### src/hw/McbPkg.sv
//--------------------------------------------------------------------------
// MCB shared definitions
// bus widths, USI address fields, CSR offsets and the bus structs
//--------------------------------------------------------------------------
package McbPkg;

	//----------------------------------------------------------------------
	// bus widths
	//----------------------------------------------------------------------
	// USI register bus, data and address words
	localparam int UsiWidth = 32;
	// UFI data words
	localparam int UfiWidth = 32;

	//----------------------------------------------------------------------
	// USI address fields
	//----------------------------------------------------------------------
	// block number in the top byte
	localparam int BlockAdrsMsb = 31;
	localparam int BlockAdrsLsb = 24;
	localparam int BlockWidth   = BlockAdrsMsb - BlockAdrsLsb + 1;
	// register offset in the bottom byte
	localparam int CsrOfsMsb    = 7;

	//----------------------------------------------------------------------
	// CSR offsets inside the MCB block
	//----------------------------------------------------------------------
	typedef enum logic [CsrOfsMsb:0]
	{
		// ro, version high half and custom code low half
		CsrVersion = 8'h00,
		// rw, word to push into the cache
		CsrRamWd   = 8'h04,
		// rw, bit 0 push enable
		CsrRamCtl  = 8'h08,
		// ro, bit 0 full and bit 1 empty
		CsrRamStat = 8'h0C,
		// ro, last captured UFI word
		CsrUfiRd   = 8'h10
	} McbCsrReg;

	//----------------------------------------------------------------------
	// bus structs
	//----------------------------------------------------------------------
	// processor GPIO side, two 16 bit ports
	// only bit 0 of each enable carries meaning
	typedef struct packed
	{
		logic [15:0] writeMsb;
		logic [15:0] writeLsb;
		logic [15:0] dataEn;
		logic [15:0] adrsEn;
	} McbGpioOut;

	// USI write, master out or slave in
	// adrs of zero is an idle cycle
	typedef struct packed
	{
		logic [UsiWidth-1:0] wd;
		logic [UsiWidth-1:0] adrs;
	} McbUsiWrite;

endpackage

### src/hw/McbBusBridge.sv
//--------------------------------------------------------------------------
// MCB bus bridge
// processor GPIO writes become USI master writes, USI read data
// goes back to the processor on the GPIO read port
//--------------------------------------------------------------------------
`timescale 1ns/100ps

module McbBusBridge
(
	input  logic                        iSCLK,
	input  logic                        iSRST,
	// processor side
	input  McbPkg::McbGpioOut           gpioOut,
	output logic [McbPkg::UsiWidth-1:0] gpioRead,
	// USI master side
	input  logic [McbPkg::UsiWidth-1:0] usiRd,
	output McbPkg::McbUsiWrite          usiWr
);

//--------------------------------------------------------------------------
// master write
//--------------------------------------------------------------------------
logic [McbPkg::UsiWidth-1:0] gpioWord;

// both GPIO ports form one bus word
assign gpioWord = {gpioOut.writeMsb, gpioOut.writeLsb};

always_ff @(posedge iSCLK)
begin
	if (iSRST)
	begin
		usiWr <= '0;
	end
	else
	begin
		// data is held until the next data enable
		if (gpioOut.dataEn[0])
		begin
			usiWr.wd <= gpioWord;
		end
		// address lives one cycle, zero means idle
		if (gpioOut.adrsEn[0])
		begin
			usiWr.adrs <= gpioWord;
		end
		else
		begin
			usiWr.adrs <= '0;
		end
	end
end

// read data straight back, MSB port and LSB port
assign gpioRead = {usiRd[31:16], usiRd[15:0]};

// firmware loads data first and the address after it
apEnableOrder: assert property (@(posedge iSCLK) disable iff (iSRST)
	!(gpioOut.dataEn[0] && gpioOut.adrsEn[0]));

endmodule

### src/hw/McbCsr.sv
//--------------------------------------------------------------------------
// MCB CSR bank
// answers USI slave writes to this block, keeps the push registers,
// makes the cache push one-shot and captures UFI read words
//--------------------------------------------------------------------------
`timescale 1ns/100ps

module McbCsr
#(
	// block number this bank answers to
	parameter logic [McbPkg::BlockWidth-1:0] pAdrsMap = 8'h01
)
(
	input  logic                        iSCLK,
	input  logic                        iSRST,
	// USI slave side
	input  McbPkg::McbUsiWrite          usiWr,
	output logic [McbPkg::UsiWidth-1:0] usiRd,
	// identification
	input  logic [15:0]                 systemVersion,
	input  logic [15:0]                 customCode,
	// cache push side
	output logic [McbPkg::UfiWidth-1:0] pushWd,
	output logic                        pushStb,
	input  logic                        ramFull,
	input  logic                        ramEmp,
	// UFI read capture
	input  logic [McbPkg::UfiWidth-1:0] ufiRd,
	input  logic                        ufiVd
);

//--------------------------------------------------------------------------
// address decode
//--------------------------------------------------------------------------
logic               blockHit;
McbPkg::McbCsrReg   csrOfs;
logic               ofsKnown;

// nonzero address with our block number
assign blockHit = (usiWr.adrs != '0) &&
	(usiWr.adrs[McbPkg::BlockAdrsMsb:McbPkg::BlockAdrsLsb] == pAdrsMap);

// map raw offset onto the register set
always_comb
begin
	csrOfs   = McbPkg::CsrVersion;
	ofsKnown = 1'b1;
	case (usiWr.adrs[McbPkg::CsrOfsMsb:0])
		McbPkg::CsrVersion: csrOfs = McbPkg::CsrVersion;
		McbPkg::CsrRamWd:   csrOfs = McbPkg::CsrRamWd;
		McbPkg::CsrRamCtl:  csrOfs = McbPkg::CsrRamCtl;
		McbPkg::CsrRamStat: csrOfs = McbPkg::CsrRamStat;
		McbPkg::CsrUfiRd:   csrOfs = McbPkg::CsrUfiRd;
		// hole in the map
		default:            ofsKnown = 1'b0;
	endcase
end

//--------------------------------------------------------------------------
// writable registers and read-back selection
//--------------------------------------------------------------------------
logic [McbPkg::UfiWidth-1:0] ramWd;
logic                        ramCtl;
McbPkg::McbCsrReg            rdSel;
logic                        rdSelHit;
// last UFI word seen with its strobe
logic [McbPkg::UfiWidth-1:0] ufiCap;

always_ff @(posedge iSCLK)
begin
	if (iSRST)
	begin
		ramWd    <= '0;
		ramCtl   <= 1'b0;
		rdSel    <= McbPkg::CsrVersion;
		rdSelHit <= 1'b1;
	end
	else if (blockHit)
	begin
		// any access moves the read pointer, unknown offset reads zero
		rdSel    <= csrOfs;
		rdSelHit <= ofsKnown;
		// read-only targets fall through untouched
		if (ofsKnown && (csrOfs == McbPkg::CsrRamWd))
		begin
			ramWd <= usiWr.wd;
		end
		if (ofsKnown && (csrOfs == McbPkg::CsrRamCtl))
		begin
			ramCtl <= usiWr.wd[0];
		end
	end
end

// read mux, live status and capture word
always_comb
begin
	usiRd = '0;
	if (rdSelHit)
	begin
		case (rdSel)
			McbPkg::CsrVersion: usiRd = {systemVersion, customCode};
			McbPkg::CsrRamWd:   usiRd = ramWd;
			McbPkg::CsrRamCtl:  usiRd = {{(McbPkg::UsiWidth-1){1'b0}}, ramCtl};
			McbPkg::CsrRamStat: usiRd = {{(McbPkg::UsiWidth-2){1'b0}}, ramEmp, ramFull};
			McbPkg::CsrUfiRd:   usiRd = ufiCap;
			default:            usiRd = '0;
		endcase
	end
end

//--------------------------------------------------------------------------
// push one-shot
//--------------------------------------------------------------------------
logic ramCtlDly;

// last cycle's enable, edge detect reference
always_ff @(posedge iSCLK)
begin
	if (iSRST)
	begin
		ramCtlDly <= 1'b0;
	end
	else
	begin
		ramCtlDly <= ramCtl;
	end
end

// rising enable only, dropped when the cache is full
assign pushStb = ramCtl & ~ramCtlDly & ~ramFull;
assign pushWd  = ramWd;

//--------------------------------------------------------------------------
// UFI read capture
//--------------------------------------------------------------------------
always_ff @(posedge iSCLK)
begin
	if (ufiVd)
	begin
		ufiCap <= ufiRd;
	end
end

// full flag from the cache blocks a new push
apPushNotFull: assert property (@(posedge iSCLK) disable iff (iSRST)
	$rose(pushStb) |-> !ramFull);

endmodule

### src/hw/McbCacheFifo.sv
//--------------------------------------------------------------------------
// MCB cache memory
// synchronous word FIFO, filled by CSR pushes and drained on UFI ready
//--------------------------------------------------------------------------
`timescale 1ns/100ps

module McbCacheFifo
#(
	// word count, power of two
	parameter int pFifoDepth = 16
)
(
	input  logic                        iSCLK,
	input  logic                        iSRST,
	// write side
	input  logic [McbPkg::UfiWidth-1:0] wd,
	input  logic                        we,
	output logic                        full,
	output logic                        emp,
	// read side
	input  logic                        rdy,
	output logic [McbPkg::UfiWidth-1:0] rd,
	output logic                        rvd
);

localparam int lpAdrsWidth = $clog2(pFifoDepth);

//--------------------------------------------------------------------------
// storage and pointers
//--------------------------------------------------------------------------
logic [McbPkg::UfiWidth-1:0] mem [pFifoDepth];
// extra msb tells a wrap apart from equal addresses
logic [lpAdrsWidth:0]        wrPtr;
logic [lpAdrsWidth:0]        rdPtr;
logic                        wrEn;
logic                        rdEn;

// same address, opposite lap
assign full = (wrPtr[lpAdrsWidth] != rdPtr[lpAdrsWidth]) &&
	(wrPtr[lpAdrsWidth-1:0] == rdPtr[lpAdrsWidth-1:0]);
assign emp  = (wrPtr == rdPtr);

assign wrEn = we & ~full;
assign rdEn = rdy & ~emp;

always_ff @(posedge iSCLK)
begin
	if (iSRST)
	begin
		wrPtr <= '0;
		rdPtr <= '0;
	end
	else
	begin
		if (wrEn)
		begin
			wrPtr <= wrPtr + 1'b1;
		end
		if (rdEn)
		begin
			rdPtr <= rdPtr + 1'b1;
		end
	end
end

// word store
always_ff @(posedge iSCLK)
begin
	if (wrEn)
	begin
		mem[wrPtr[lpAdrsWidth-1:0]] <= wd;
	end
end

//--------------------------------------------------------------------------
// read register
//--------------------------------------------------------------------------
// head word, held until the next pop
always_ff @(posedge iSCLK)
begin
	if (rdEn)
	begin
		rd <= mem[rdPtr[lpAdrsWidth-1:0]];
	end
end

// one strobe per popped word
always_ff @(posedge iSCLK)
begin
	if (iSRST)
	begin
		rvd <= 1'b0;
	end
	else
	begin
		rvd <= rdEn;
	end
end

// the CSR bank must hold pushes off while full
apNoWriteFull: assert property (@(posedge iSCLK) disable iff (iSRST)
	we |-> !full);

// a valid word always comes from a nonempty cycle
apNoReadEmpty: assert property (@(posedge iSCLK) disable iff (iSRST)
	rvd |-> $past(!emp));

endmodule

### src/hw/McbTop.sv
//--------------------------------------------------------------------------
// MCB subsystem top
// GPIO bridge beside the CSR bank, CSR bank feeding the cache memory
//--------------------------------------------------------------------------
`timescale 1ns/100ps

module McbTop
#(
	// block number of the CSR bank
	parameter logic [McbPkg::BlockWidth-1:0] pAdrsMap   = 8'h01,
	// cache depth, power of two
	parameter int                            pFifoDepth = 16
)
(
	input  logic                        iSCLK,
	input  logic                        iSRST,
	// processor GPIO
	input  McbPkg::McbGpioOut           gpioOut,
	output logic [McbPkg::UsiWidth-1:0] gpioRead,
	// USI master
	output McbPkg::McbUsiWrite          mUsiWr,
	input  logic [McbPkg::UsiWidth-1:0] mUsiRd,
	// USI slave
	input  McbPkg::McbUsiWrite          sUsiWr,
	output logic [McbPkg::UsiWidth-1:0] sUsiRd,
	// UFI read
	input  logic [McbPkg::UfiWidth-1:0] mUfiRd,
	input  logic                        mUfiVd,
	// UFI write
	output logic [McbPkg::UfiWidth-1:0] mUfiWd,
	output logic                        mUfiWVd,
	input  logic                        mUfiRdy,
	// identification
	input  logic [15:0]                 systemVersion,
	input  logic [15:0]                 customCode
);

//--------------------------------------------------------------------------
// CSR to cache wires
//--------------------------------------------------------------------------
logic [McbPkg::UfiWidth-1:0] pushWd;
logic                        pushStb;
logic                        ramFull;
logic                        ramEmp;

// GPIO to USI master
McbBusBridge McbBusBridge_inst
(
	.iSCLK    (iSCLK),
	.iSRST    (iSRST),
	.gpioOut  (gpioOut),
	.gpioRead (gpioRead),
	.usiRd    (mUsiRd),
	.usiWr    (mUsiWr)
);

// USI slave registers
McbCsr #(
	.pAdrsMap (pAdrsMap)
) McbCsr_inst (
	.iSCLK         (iSCLK),
	.iSRST         (iSRST),
	.usiWr         (sUsiWr),
	.usiRd         (sUsiRd),
	.systemVersion (systemVersion),
	.customCode    (customCode),
	.pushWd        (pushWd),
	.pushStb       (pushStb),
	.ramFull       (ramFull),
	.ramEmp        (ramEmp),
	.ufiRd         (mUfiRd),
	.ufiVd         (mUfiVd)
);

// cache drained onto UFI
McbCacheFifo #(
	.pFifoDepth (pFifoDepth)
) McbCacheFifo_inst (
	.iSCLK (iSCLK),
	.iSRST (iSRST),
	.wd    (pushWd),
	.we    (pushStb),
	.full  (ramFull),
	.emp   (ramEmp),
	.rdy   (mUfiRdy),
	.rd    (mUfiWd),
	.rvd   (mUfiWVd)
);

endmodule

### config.mk
export PLATFORM = sky130hd
export DESIGN_NAME = McbTop
export DESIGN_NICKNAME = d
export VERILOG_FILES = /design/src/hw/McbPkg.sv /design/src/hw/McbBusBridge.sv /design/src/hw/McbCsr.sv /design/src/hw/McbCacheFifo.sv /design/src/hw/McbTop.sv
export SDC_FILE = /design/constraint.sdc
export NUM_CORES = 1
export LEC_CHECK = 0
export ABC_AREA = 0
export BUFFER_PORTS_ARGS = -buffer_cell sky130_fd_sc_hd__buf_2
export CORE_MARGIN = 2
export CORE_UTILIZATION = 51
export DETAILED_ROUTE_END_ITERATION = 7
export HOLD_SLACK_MARGIN = 0.08
export PLACE_DENSITY = 0.75
export SYNTH_ARGS = -nofsm -noshare
export SYNTH_HDL_FRONTEND = slang
export SYNTH_SLANG_ARGS = --single-unit
### constraint.sdc
create_clock -name iSCLK -period 3.2 [get_ports iSCLK]
set_input_delay 0.32 -clock iSCLK [delete_from_list [all_inputs] [get_ports iSCLK]]
set_output_delay 0.32 -clock iSCLK [all_outputs]
set_load 0.005 [all_outputs]
After elaboration in Yosys (flattened, before gate mapping):

Memories as Yosys holds them, arrays and structs flattened. A register that Yosys moved wholly into a read port is not among the register bits.
Index checks and enable logic that the tools add are counted.

* $add $sub $neg: 2
* equal/unequal tests: 14
* muxes and demuxes: 6
* bitwise operators: 8
* reductions and logical operators: 11

Operator list (number)
* $pmux 32 s5: 1
* $eq 8x4->1 const B: 4
* $mux 32: 1
* $reduce_bool 32->1: 1
* $pmux 5 s4: 1
* $eq 8x3->1 const B: 2
* $eq 8x5->1 const B: 2
* $logic_not 8->1: 2
* $add 5x1->5 const B: 2
* $eq 8x1->1 const B: 1
* $eq 5x3->1 const B: 1
* $eq 5x4->1 const B: 1
* $eq 5x5->1: 1
* $reduce_or 5->1: 1
* $and 1x1->1: 4
* $eq 4x4->1: 1
* $logic_and 1x1->1: 4
* $not 1->1: 4
* $reduce_and 2->1: 2
* $mux 1: 3
* $reduce_or 2->1: 1
* $ne 1x1->1: 1

* register bits: 150
* bits in writable memories: 512
* input bits: 228
* output and inout port bits: 161
* logic and storage cells: 53
* memories: 1

Memories
* McbCacheFifo_inst.mem: depth 16, width 32, rd ports 1, clocked after Yosys merged registers in 1, wr ports 1, RTL line McbCacheFifo.sv:31 `logic [McbPkg::UfiWidth-1:0] mem [pFifoDepth];`

Logic depth before layout (Yosys ltp):

Gate-level depths: netlist of the first run.

* depth after elaboration: 7
* depth in mapped cells: 7

By module:

A second synthesis of the first run with hierarchy kept.

* cell total of the unflattened synthesis: 1538
* area, all modules: 27072.2 sq um

By module, submodules not included
* McbCacheFifo: times used 1, cells an instance 978, area an instance 21222.9 sq um, seq. area each 16555.9 sq um
* McbCsr: times used 1, cells an instance 356, area an instance 3545.9 sq um, seq. area each 1721.7 sq um
* McbBusBridge: times used 1, cells an instance 204, area an instance 2303.5 sq um, seq. area each 1281.2 sq um

Worst setup path after synthesis of the first run:

No wires, ideal clock.

* path kind: register -> register
* start point: reg McbCacheFifo_inst.rdPtr[2]
* end point: reg McbCacheFifo_inst.wrPtr[4]
* arrival: 3.002 ns
* required time: 3.077 ns
* setup slack: 0.076 ns
* stages on the path, launching flop included: 7
* buffers on the path: 2
* cells stage by stage: dfxtp_1 -> buf_4 -> xnor2_1 -> and4_1 -> buf_6 -> a21oi_1 -> mux2_2

* word-level cells in the longest chain between the ends: 5

Ends and longest elaborated chain
* from (decl): RTL line McbCacheFifo.sv:34 `logic [lpAdrsWidth:0] rdPtr;`
* from (signal assigned): RTL line McbCacheFifo.sv:61 `rdPtr <= rdPtr + 1'b1;`
* $eq 4x4->1 *: RTL line McbCacheFifo.sv:40 `(wrPtr[lpAdrsWidth-1:0] == rdPtr[lpAdrsWidth-1:0]);`
* $logic_and 1x1->1 *: RTL line McbCacheFifo.sv:39 `assign full = (wrPtr[lpAdrsWidth] != rdPtr[lpAdrsWidth]) &&`
* $not 1->1 *: RTL line McbCsr.sv:131, McbCacheFifo.sv:43
* $and 1x1->1: RTL line McbCsr.sv:131 `assign pushStb = ramCtl & ~ramCtlDly & ~ramFull;`
* $and 1x1->1 *: RTL line McbCacheFifo.sv:43 `assign wrEn = we & ~full;`
* to (signal assigned): RTL line McbCacheFifo.sv:57 `wrPtr <= wrPtr + 1'b1;`
* to (decl): RTL line McbCacheFifo.sv:33 `logic [lpAdrsWidth:0] wrPtr;`

Every way passes the cells marked *; elsewhere a longest branch is shown, timed or not.
A chain may end at the register's enable or synchronous reset.

Final worst setup path of the first run:

* start point: reg McbCsr_inst.rdSel[2]
* end point: out sUsiRd[2] in the netlist's numbering

* word-level cells in the longest chain between the ends: 3
* elaborated cells on any way between the ends: 7
* those cells by class: eq/ne (4); mux (2); reduce/logical (1)

Ends and longest elaborated chain
* from (decl): RTL line McbCsr.sv:64 `McbPkg::McbCsrReg rdSel;`
* from (signal assigned): RTL line McbCsr.sv:75 `rdSel <= McbPkg::CsrVersion;`
* from (signal assigned): RTL line McbCsr.sv:81 `rdSel <= csrOfs;`
* $eq 8x5->1 (tied with other cells): RTL line McbCsr.sv:101 `case (rdSel)`
* $pmux 32 s5 *: RTL line McbCsr.sv:101
* $mux 32 *: RTL line McbCsr.sv:99 `if (rdSelHit)`
* to (decl): RTL line McbTop.sv:25 `output logic [McbPkg::UsiWidth-1:0] sUsiRd,`

Marks and branches as above.

==> results of run 1 <==
==> placed cells by master, fill, tap and decap left out, drive strengths merged, types with 2 or more instances in the layout <==
master / netlist / routed
o31ai: 2 / 2
nor2b: 41 / 41
mux2: 5 / 5
nor3: 2 / 2
inv: 7 / 9
clkbuf: 51 / 97
nand3: 39 / 39
buf: 80 / 317
diode: 0 / 4
o311ai: 2 / 2
dfxtp: 113 / 113
xnor2: 5 / 5
a21oi: 69 / 69
nor4: 3 / 3
a31oi: 33 / 33
or2: 2 / 2
dlygate4sd3: 0 / 98
mux4: 128 / 128
ha: 5 / 5
nand2: 72 / 72
a211o: 2 / 2
nand2b: 3 / 3
and3: 8 / 8
and2: 33 / 33
clkinv: 1 / 17
clkinvlp: 0 / 3
edfxtp: 576 / 576
a211oi: 32 / 32
nor2: 105 / 105
a2bb2oi: 3 / 3
and4: 10 / 10
or4: 3 / 3
nand4: 5 / 5
o21ai: 39 / 39
bufinv: 0 / 4
mux2i: 65 / 65
==> synthesized netlist by cell type, drive strengths merged, types with 2 or more instances <==
library cell,instances
mux2,5
nand2b,3
a211o,2
nand2,72
a31oi,33
mux4,128
inv,7
a21oi,69
or2,2
nor2,105
buf,80
a2bb2oi,3
nand4,5
a211oi,32
or4,3
nor2b,41
mux2i,65
nor3,2
o311ai,2
and3,8
edfxtp,576
nor4,3
clkbuf,51
xnor2,5
o21ai,39
nand3,39
and4,10
ha,5
and2,33
dfxtp,113
o31ai,2
==> cells by family after synthesis <==
| family | count (synthesis) | share of synthesized area (%) |
|---|---|---|
| buffers and inverters | 139 | 2.92 |
| AND/OR/NAND/NOR | 329 | 6.09 |
| AO/OA/AOI/OAI | 185 | 4.14 |
| multiplexers | 198 | 13.4 |
| XOR/XNOR | 6 | 0.196 |
| adder cells (fa/ha/maj) | 5 | 0.234 |
| flip-flops | 689 | 73.0 |
==> state kept, by name, indices dropped and copies added, names as in the netlist, 3 cells and up <==
signal                   count
McbCacheFifo_inst.rdPtr      5
McbCsr_inst.rdSel            3
McbCsr_inst.ufiCap          32
McbCacheFifo_inst.wrPtr      5
McbCsr_inst.pushWd          32
McbBusBridge_inst.usiWr     64
McbCacheFifo_inst.rd        32
McbCacheFifo_inst.mem      512
==> stage by stage <==
stage	worst slack [ns]	hold slack [ns]	cells	util, %
floorplan	0.0757	0.419	1551	-
global placement	0.662	0.467	2417	55.8
detailed placement	0.568	0.479	2417	55.8
CTS	0.281	0.0811	2637	61.9
global route	0.180	0.106	2640	61.9
finish	0.286	0.110	2641	61.9
==> worst min-delay path by stage <==
stage                                                  start                                  endpoint  slack [ns]
floorplan                                          mUfiRd[0]           McbCsr_inst.ufiCap[0]$_DFFE_PP_        0.42
global placement    McbBusBridge_inst.usiWr[45]$_SDFFE_PP0P_  McbBusBridge_inst.usiWr[45]$_SDFFE_PP0P_        0.47
detailed placement         McbCsr_inst.rdSelHit$_SDFFE_PP1P_         McbCsr_inst.rdSelHit$_SDFFE_PP1P_        0.48
CTS                                                sUsiWr[1]         McbCsr_inst.rdSel[4]$_SDFFE_PP0P_        0.08
global route                                       sUsiWr[1]         McbCsr_inst.rdSel[4]$_SDFFE_PP0P_        0.11
finish                                             sUsiWr[1]         McbCsr_inst.rdSel[4]$_SDFFE_PP0P_        0.11
==> worst register-to-register path, delay by kind of cell, from the launching register on <==
| family | cells | cell delay (ns) |
|---|---|---|
| DFF | 1 | 0.56 |
| buffers and inverters | 1 | 0.53 |
| AOI/OAI and AO/OA | 1 | 0.70 |
| and+or+nand+nor | 1 | 0.39 |
| xor gates and xnor gates | 1 | 0.15 |
==> report_power, final <==
part	internal, uW	switching (uW)	total (uW)
Clock	4540	3250	7790
Sequential	9740	53.9	9800
Combinational	755	713	1470
Total	15000	4020	19100
==> per-layer routing <==
layer	global-route usage, %	wire (um)
met3	5.18	6120
met2	39.5	31300
met4	9.47	2040
met5	0	0
met1	32.4	25300
==> final cells by class <==
cell class	count	area, um2	share of cell area, %
clock inverter	25	234	0.732
antenna	4	10.0	0.0313
inverter	8	30.0	0.0939
sequential	689	19600	61.2
tap	680	851	2.66
multi-input combinational	723	6470	20.2
timing repair buffer	415	2870	8.97
clock buffer	97	1930	6.05
==> run metrics, run 1 <==
status=completed; syn_area_per_cell=17.3 um2; Worst-path clk slew=0.06 ns; worst r2r path cells=4; drt via density=5.89; ys flop type=edfxtp_1; Post-CTS Setup Bufs=0; Layout area overhead=19.4%; peak fanout along the critical path=30; first-pass GRT wire length=96.9 mm; Worst Max-Slew Pin Slew=1.18 ns; Synth area leaders=edfxtp_1 65%, mux4_2 11%, dfxtp_1 8.4%; final wirelength=64.7 mm; core region area=51600 um2; total number of yosys warnings=0; power density cells=596 nW/um2; fillers=3545; slew margin rel.=21.3%; Fin. Hold Viols=0; Die Ht=233 um; CTS tree=yes; crit share post-route=91.1%; FP Rows=83; Cell Area, Placed=28800 um2; leakage power=0.0111 uW; worst vdd ir=0.000469 V; leading area contributor after synthesis=edfxtp_1; Tot GR Track Use=24.3%; # H-tree levels=3; DP HPWL=36.9 mm; Total Power=19100 uW; Critical Path Max Stage Delay=0.68 ns; Starting Density=51.9%; crit-path cells=o21ai_0 > nand2_1 > or2_2 > nor2_1 > buf_2; worst hold stages=3; DRT iter0 DRCs=1406; family with the most delay on the worst path=simple AND/OR/NAND/NOR gates; Top Ports=389; syn_nets=1784; crit path capture=sUsiRd[2]; CP Buf/Inv Count=1; hold crit path type=input port to register; design area=32000 um2; largest net degree at the start of global routing=132; R2R Setup Slk=0.47 ns; Cells after Synth=1551; post-CTS resize count=0; skew final=0.0336 ns; final setup vio count=0; Critical path origin=McbCsr_inst.rdSel[2]$_SDFFE_PP0P_; Synth top area share=64.6%; Max Fclk=343 MHz; CP max stage cell=or2_2; share of cells above drive strength 1=28.9%; worst reg2reg path endpoint=McbCacheFifo_inst.mem[15][9]$_DFFE_PP_; Crit Reg-Reg Startpoint=McbCacheFifo_inst.wrPtr[3]$_SDFFE_PP0P_; CTS Buffer Depth=3; RSZ-0062 raised after global routing=false; max-cap violations=0; fin crit period=2.91 ns; count of buffers from port buffering=278; clk sink count=689; initial antenna violation count=5; distinct cell type count after synthesis=47; CTS Hold Buffers Added=98; WS Path Type=register to output port; Worst path depth=5; critical path arrival=2.59 ns; grt total ovfl=0; Seq/Total Area, Yosys=73.0%; Setup Total Neg Slack=0 ns; Slew Viols, Final=0; vias in the first global route=16200; nets=2138; worst path required time=2.88 ns; wire per inst=24.5 um; DRT Pass-1 Iters=6; startpoint types=register; root buf cell=clkbuf_16; final RePlAce weighted congestion=0.815; FF+latch count, synth=689; via count=15600; Worst setup EP type=output port; DRT antenna net count=0; Inserted Clock Buffers=68; synthesized cell area=26800 um2; Post-synth ARST share=0%; Skew-Pair Late Insertion Delay=0.60 ns; EDFF count, synth=576; DRC=0; DIE WIDTH=233 um; Die ar.=54400 um2
(Power assumes the default switching activity.)
==> run 2, diff against run 1 <==
--- a/config.mk
+++ b/config.mk
@@ -7,7 +7,6 @@
 export LEC_CHECK = 0
 export ABC_AREA = 0
 export BUFFER_PORTS_ARGS = -buffer_cell sky130_fd_sc_hd__buf_2
-export CORE_MARGIN = 2
 export CORE_UTILIZATION = 51
 export DETAILED_ROUTE_END_ITERATION = 7
 export HOLD_SLACK_MARGIN = 0.08
==> constraint.sdc (replaced) <==
create_clock -name iSCLK -period 3.2 [get_ports iSCLK]
set_input_delay 0.32 -clock iSCLK [delete_from_list [all_inputs] [get_ports iSCLK]]
set_output_delay 0.32 -clock iSCLK [all_outputs]
set_load 0.01 [all_outputs]
==> run metrics, run 2 (synthesis results as in run 1) <==
post-place setup slack=0.746 ns; Worst Max-Slew Pin Slew=1.18 ns; Cell Area, Placed=29000 um2; Inserted Clock Buffers=71; multi-input logic area=6500 um2; worst path required time=2.88 ns; Worst-path clk slew=0.06 ns; Slew Viols, Final=0; DIE WIDTH=231 um; max reg flops=512; fillers=3533; critical path arrival=2.67 ns; power density cells=603 nW/um2; Setup Total Neg Slack=0 ns; fin util=62.5%; grt total ovfl=0; clock share of power=41.7%; most common cell after layout, fill and taps aside=edfxtp_1; startpoint types=register; Flop pwr share=50.5%; count of buffers from port buffering=278; share of cells above drive strength 1=30.3%; Post-CTS Setup Bufs=0; Tot GR Track Use=25.3%; power share of the combinational group=7.8%; CTS Buffer Depth=3; leakage power=0.0112 uW; largest net degree at the start of global routing=132; core region area=51600 um2; DRT Pass-1 Iters=7; WS Path Type=register to output port; Skew-Pair Late Insertion Delay=0.60 ns; Top Ports=389; Die Ht=231 um; nets=2155; peak fanout along the critical path=22; DRC=0; first-pass GRT wire length=99.0 mm; Die ar.=53400 um2; wire per inst=25.1 um; final RePlAce weighted congestion=0.807; Starting Density=51.9%; FP Rows=83; Sw Ratio=21.6%; design area=32300 um2; hold_ws=0.142 ns; CTS tree=yes; drt via density=5.84; crit share post-route=93.3%; Worst setup EP type=output port; root buf cell=clkbuf_16; DP HPWL=38.8 mm; Layout area overhead=20.4%; final wirelength=66.6 mm; Max Fclk=335 MHz; # H-tree levels=3; Internal=15300 uW; commonest cells after routing, fill and taps aside=576 x edfxtp_1, 277 x buf_2, 128 x mux4_2; Switch Pwr=4190 uW; final setup vio count=0; skew final=0.0144 ns; initial antenna violation count=3; vias in the first global route=16000; DRT antenna net count=0; via count=15500; max-cap violations=0; min setup slack post-route=0.213 ns; clk sink count=689; Sequential cell area=19600 um2; worst vdd ir=0.000419 V; Fin. Hold Viols=0; DRT iter0 DRCs=1356; fin crit period=2.99 ns; slew margin rel.=21.3%; status=completed; RSZ-0062 raised after global routing=false; hold crit path type=input port to register
run 2: path summary, 6_finish.rpt:
path	from	slack, ns	to	depth (start not counted)
worst max-delay path	McbCsr_inst.rdSel[4]$_SDFFE_PP0P_	0.21	sUsiRd[26]	5
worst min-delay path	sUsiWr[3]	0.14	McbCsr_inst.rdSel[3]$_SDFFE_PP0P_	4
worst max register to register	McbCacheFifo_inst.wrPtr[3]$_SDFFE_PP0P_	0.76	McbCacheFifo_inst.mem[5][20]$_DFFE_PP_	5
worst min register to register	McbCsr_inst.rdSelHit$_SDFFE_PP1P_	0.49	McbCsr_inst.rdSelHit$_SDFFE_PP1P_	1
run 2: stage by stage:
stage | power, uW | std cells
2_1_floorplan | 11000 | 1551
3_3_place_gp | 11400 | 2430
3_5_place_dp | 11400 | 2430
4_1_cts | 19600 | 2657
5_1_grt | 20000 | 2657
6_report | 19500 | 2658
run 2: power by group through the flow:
stage	logic (uW)	clock network, uW	registers [uW]
after global routing	1630	8570	9830
final	1510	8120	9820
after floorplan	998	0	10000
after global placement	1400	0	10000
after detailed placement	1420	0	10000
after CTS	1520	8220	9820
run 2: area by class of cell:
class	instances	area share [%]
tap	680	2.64
multi-input combinational	723	20.1
inverter	8	0.0931
antenna	1	0.00776
clock inverter	27	0.795
timing repair buffer	429	9.38
clock buffer	101	6.27
sequential	689	60.7
run 2: what timing repair did:
item                                    CTS  global route
gates resized for setup                   0             1
endpoints found under the setup margin    0            26
hold buffers                             99             0
endpoints found under the hold margin   131             0
run 2: worst max-delay path, stage by stage, from the launching register on:
cell and delay (ns):
dfxtp_2 0.71, nor2b_4 0.56, buf_4 0.34, a21oi_1 0.15, nor2_1 0.14, buf_2 0.16
run 2: metal layers:
layer / wire (um) / GRT usage, % / vias up / share of wire, %
met4: 1720 / 8.38 / 2 / 2.6
li1: - / - / 6750 / -
met3: 6650 / 6.15 / 102 / 10
met1: 26200 / 33.9 / 7889 / 39
met2: 32100 / 40.9 / 790 / 48
met5: 8 / 0 / - / 0.012
==> run 3, diff against run 2 <==
--- a/config.mk
+++ b/config.mk
@@ -5,12 +5,12 @@
 export SDC_FILE = /design/constraint.sdc
 export NUM_CORES = 1
 export LEC_CHECK = 0
-export ABC_AREA = 0
+export ABC_AREA = 1
 export BUFFER_PORTS_ARGS = -buffer_cell sky130_fd_sc_hd__buf_2
-export CORE_UTILIZATION = 51
+export CORE_UTILIZATION = 52
 export DETAILED_ROUTE_END_ITERATION = 7
 export HOLD_SLACK_MARGIN = 0.08
-export PLACE_DENSITY = 0.75
+export PLACE_DENSITY = 0.76
 export SYNTH_ARGS = -nofsm -noshare
 export SYNTH_HDL_FRONTEND = slang
 export SYNTH_SLANG_ARGS = --single-unit
==> run metrics, run 3 <==
status=completed; initial antenna violation count=2; Cells after Synth=2309; Synth area leaders=edfxtp_1 64%, dfxtp_1 8.3%, nor2_1 6.3%; Worst-path clk slew=0.06 ns; top cells by count, synth=576 x edfxtp_1, 457 x nor2_1, 275 x o21ai_0; WL met1=26.7 mm; fin crit period=2.77 ns; min setup slack post-route=0.430 ns; power share of the combinational group=8.0%; DRT iter0 DRCs=1957; Seq/Total Area, Yosys=72.1%; Die Ht=230 um; vias in the first global route=19000; share of cells above drive strength 1=16.9%; RSZ-0062 raised after global routing=false; fillers=3621; max-cap violations=0; WS Path Type=register to output port; Post-synth ARST share=0%; DRC=0; DIE WIDTH=230 um; FP Rows=83; FF+latch count, synth=689; final RePlAce weighted congestion=0.867; syn_nets=2542; syn_area_per_cell=11.7 um2; most common cell in the netlist=edfxtp_1; ys flop type=edfxtp_1; hold crit path type=input port to register; final setup vio count=0; Flop pwr share=50.3%; nets=2860; via count=19300; power density cells=602 nW/um2; max layer used=met4; Synth top area share=63.8%; startpoint types=register; CTS Buffer Depth=3; core region area=51400 um2; Switch Pwr=4320 uW; synthesized cell area=27100 um2; slew margin rel.=23.4%; Starting Density=52.7%; wire per inst=20.8 um; CTS tree=yes; Skew-Pair Late Insertion Delay=0.60 ns; Worst Max-Slew Pin Slew=1.15 ns; final wirelength=69.7 mm; crit share post-route=86.6%; clk sink count=689; Tot GR Track Use=25.9%; DRT Pass-1 Iters=5; Top Ports=389; drt via density=5.75; Post-CTS Setup Bufs=0; # H-tree levels=3; Met2 Wirelength=34.3 mm; Max Fclk=361 MHz; DRT antenna net count=0; Fin. Hold Viols=0; leading area contributor after synthesis=edfxtp_1; post-place setup slack=0.840 ns; EDFF count, synth=576; max reg flops=512; multi-input logic area=6340 um2; Die ar.=53100 um2; Worst setup EP type=output port; total number of yosys warnings=0; leakage power=0.0122 uW; Layout area overhead=19.3%; worst vdd ir=0.000470 V; clock share of power=41.7%; peak fanout along the critical path=20; worst path required time=2.88 ns; Internal=15100 uW; grt total ovfl=0; distinct cell type count after synthesis=32; Sequential cell area=19600 um2; root buf cell=clkbuf_16; critical path arrival=2.45 ns; Slew Viols, Final=0; largest net degree at the start of global routing=257; Sw Ratio=22.2%; count of buffers from port buffering=278; commonest cells after routing, fill and taps aside=576 x edfxtp_1, 440 x nor2_1, 278 x buf_2; Setup Total Neg Slack=0 ns; DP HPWL=36.9 mm; Inserted Clock Buffers=67; first-pass GRT wire length=106 mm; most common cell after layout, fill and taps aside=edfxtp_1; metal3 WL=6.33 mm; skew final=0.0243 ns
[run 3: cell count changes in the layout (fill, tap and decap cells not counted), sizes merged, moves of 94 or more]
cell    delta
inv      +111
mux4     -128
nor2     +355
nand2    +195
o211ai    +94
o21ai    +253
[run 3: cells by family (layout without fill, tap and decap cells)]
group	Yosys count	in the layout	synth area share, %
DFF	689	689	72.1
and+or+nand+nor	820	820	12.1
buffers and inverters	291	657	4.94
xor gates and xnor gates	7	7	0.226
AOI/OAI and AO/OA	497	497	10.3
other	0	3	0
adders and majority gates	5	5	0.231
[run 3: stage by stage]
stage	hold slack, ns	area [um2]	utilization (%)	std cells	power (uW)
2_1_floorplan	0.416	27100	-	2309	11000
3_5_place_dp	0.463	29100	56.5	3137	11400
6_report	0.141	32300	62.9	3358	19500
5_1_grt	0.154	32300	62.9	3357	20000
4_1_cts	0.117	32300	62.9	3355	19500
3_3_place_gp	0.460	29100	56.5	3137	11300
[run 3: critical path, cell delays in order, from the launching register on]
cell	delay [ns]
dfxtp_1	0.34
nor2_1	0.15
nand2_1	0.07
inv_1	0.49
buf_4	0.32
nand2_1	0.07
o211ai_1	0.13
nand2_1	0.10
inv_1	0.06
buf_2	0.13
[run 3: path summary, 6_finish.rpt]
kind,depth (start not counted),startpoint,to,slack [ns]
max,9,McbCsr_inst.rdSel[2]$_SDFFE_PP0P_,sUsiRd[14],0.43
min,5,sUsiWr[25],McbCsr_inst.rdSelHit$_SDFFE_PP1P_,0.14
max reg2reg,10,McbCacheFifo_inst.wrPtr[0]$_SDFFE_PP0P_,McbCacheFifo_inst.mem[9][8]$_DFFE_PP_,0.81
min reg2reg,2,McbCsr_inst.ramCtl$_SDFFE_PP0P_,McbCsr_inst.ramCtlDly$_SDFF_PP0_,0.48
[run 3: what timing repair did]
item                                   CTS  global route
hold buffers                           101             0
gates resized for setup                  0             0
endpoints found under the hold margin  138             0
[run 3: final cells by class]
class / count / area share [%]
clock inverters: 33 / 1.21
clock buffers: 84 / 5.77
well taps: 680 / 2.63
multi-input cells: 1329 / 19.6
inverters: 120 / 1.41
flip-flops and latches: 689 / 60.5
diodes: 3 / 0.0232
repair buffers: 420 / 8.84
[run 3: metal layers]
metal,up-vias,GRT usage [%]
li1,8710,-
met1,9301,33.3
met2,1086,44.0
met3,204,4.26
met4,0,10.5
met5,-,0
[run 3: power by group through the flow]
stage	registers, uW	logic (uW)	clock network [uW]
detailed placement	9970	1400	0
global placement	9970	1350	0
floorplan	10000	951	0
CTS	9780	1520	8160
global route	9790	1700	8480
finish	9790	1560	8120
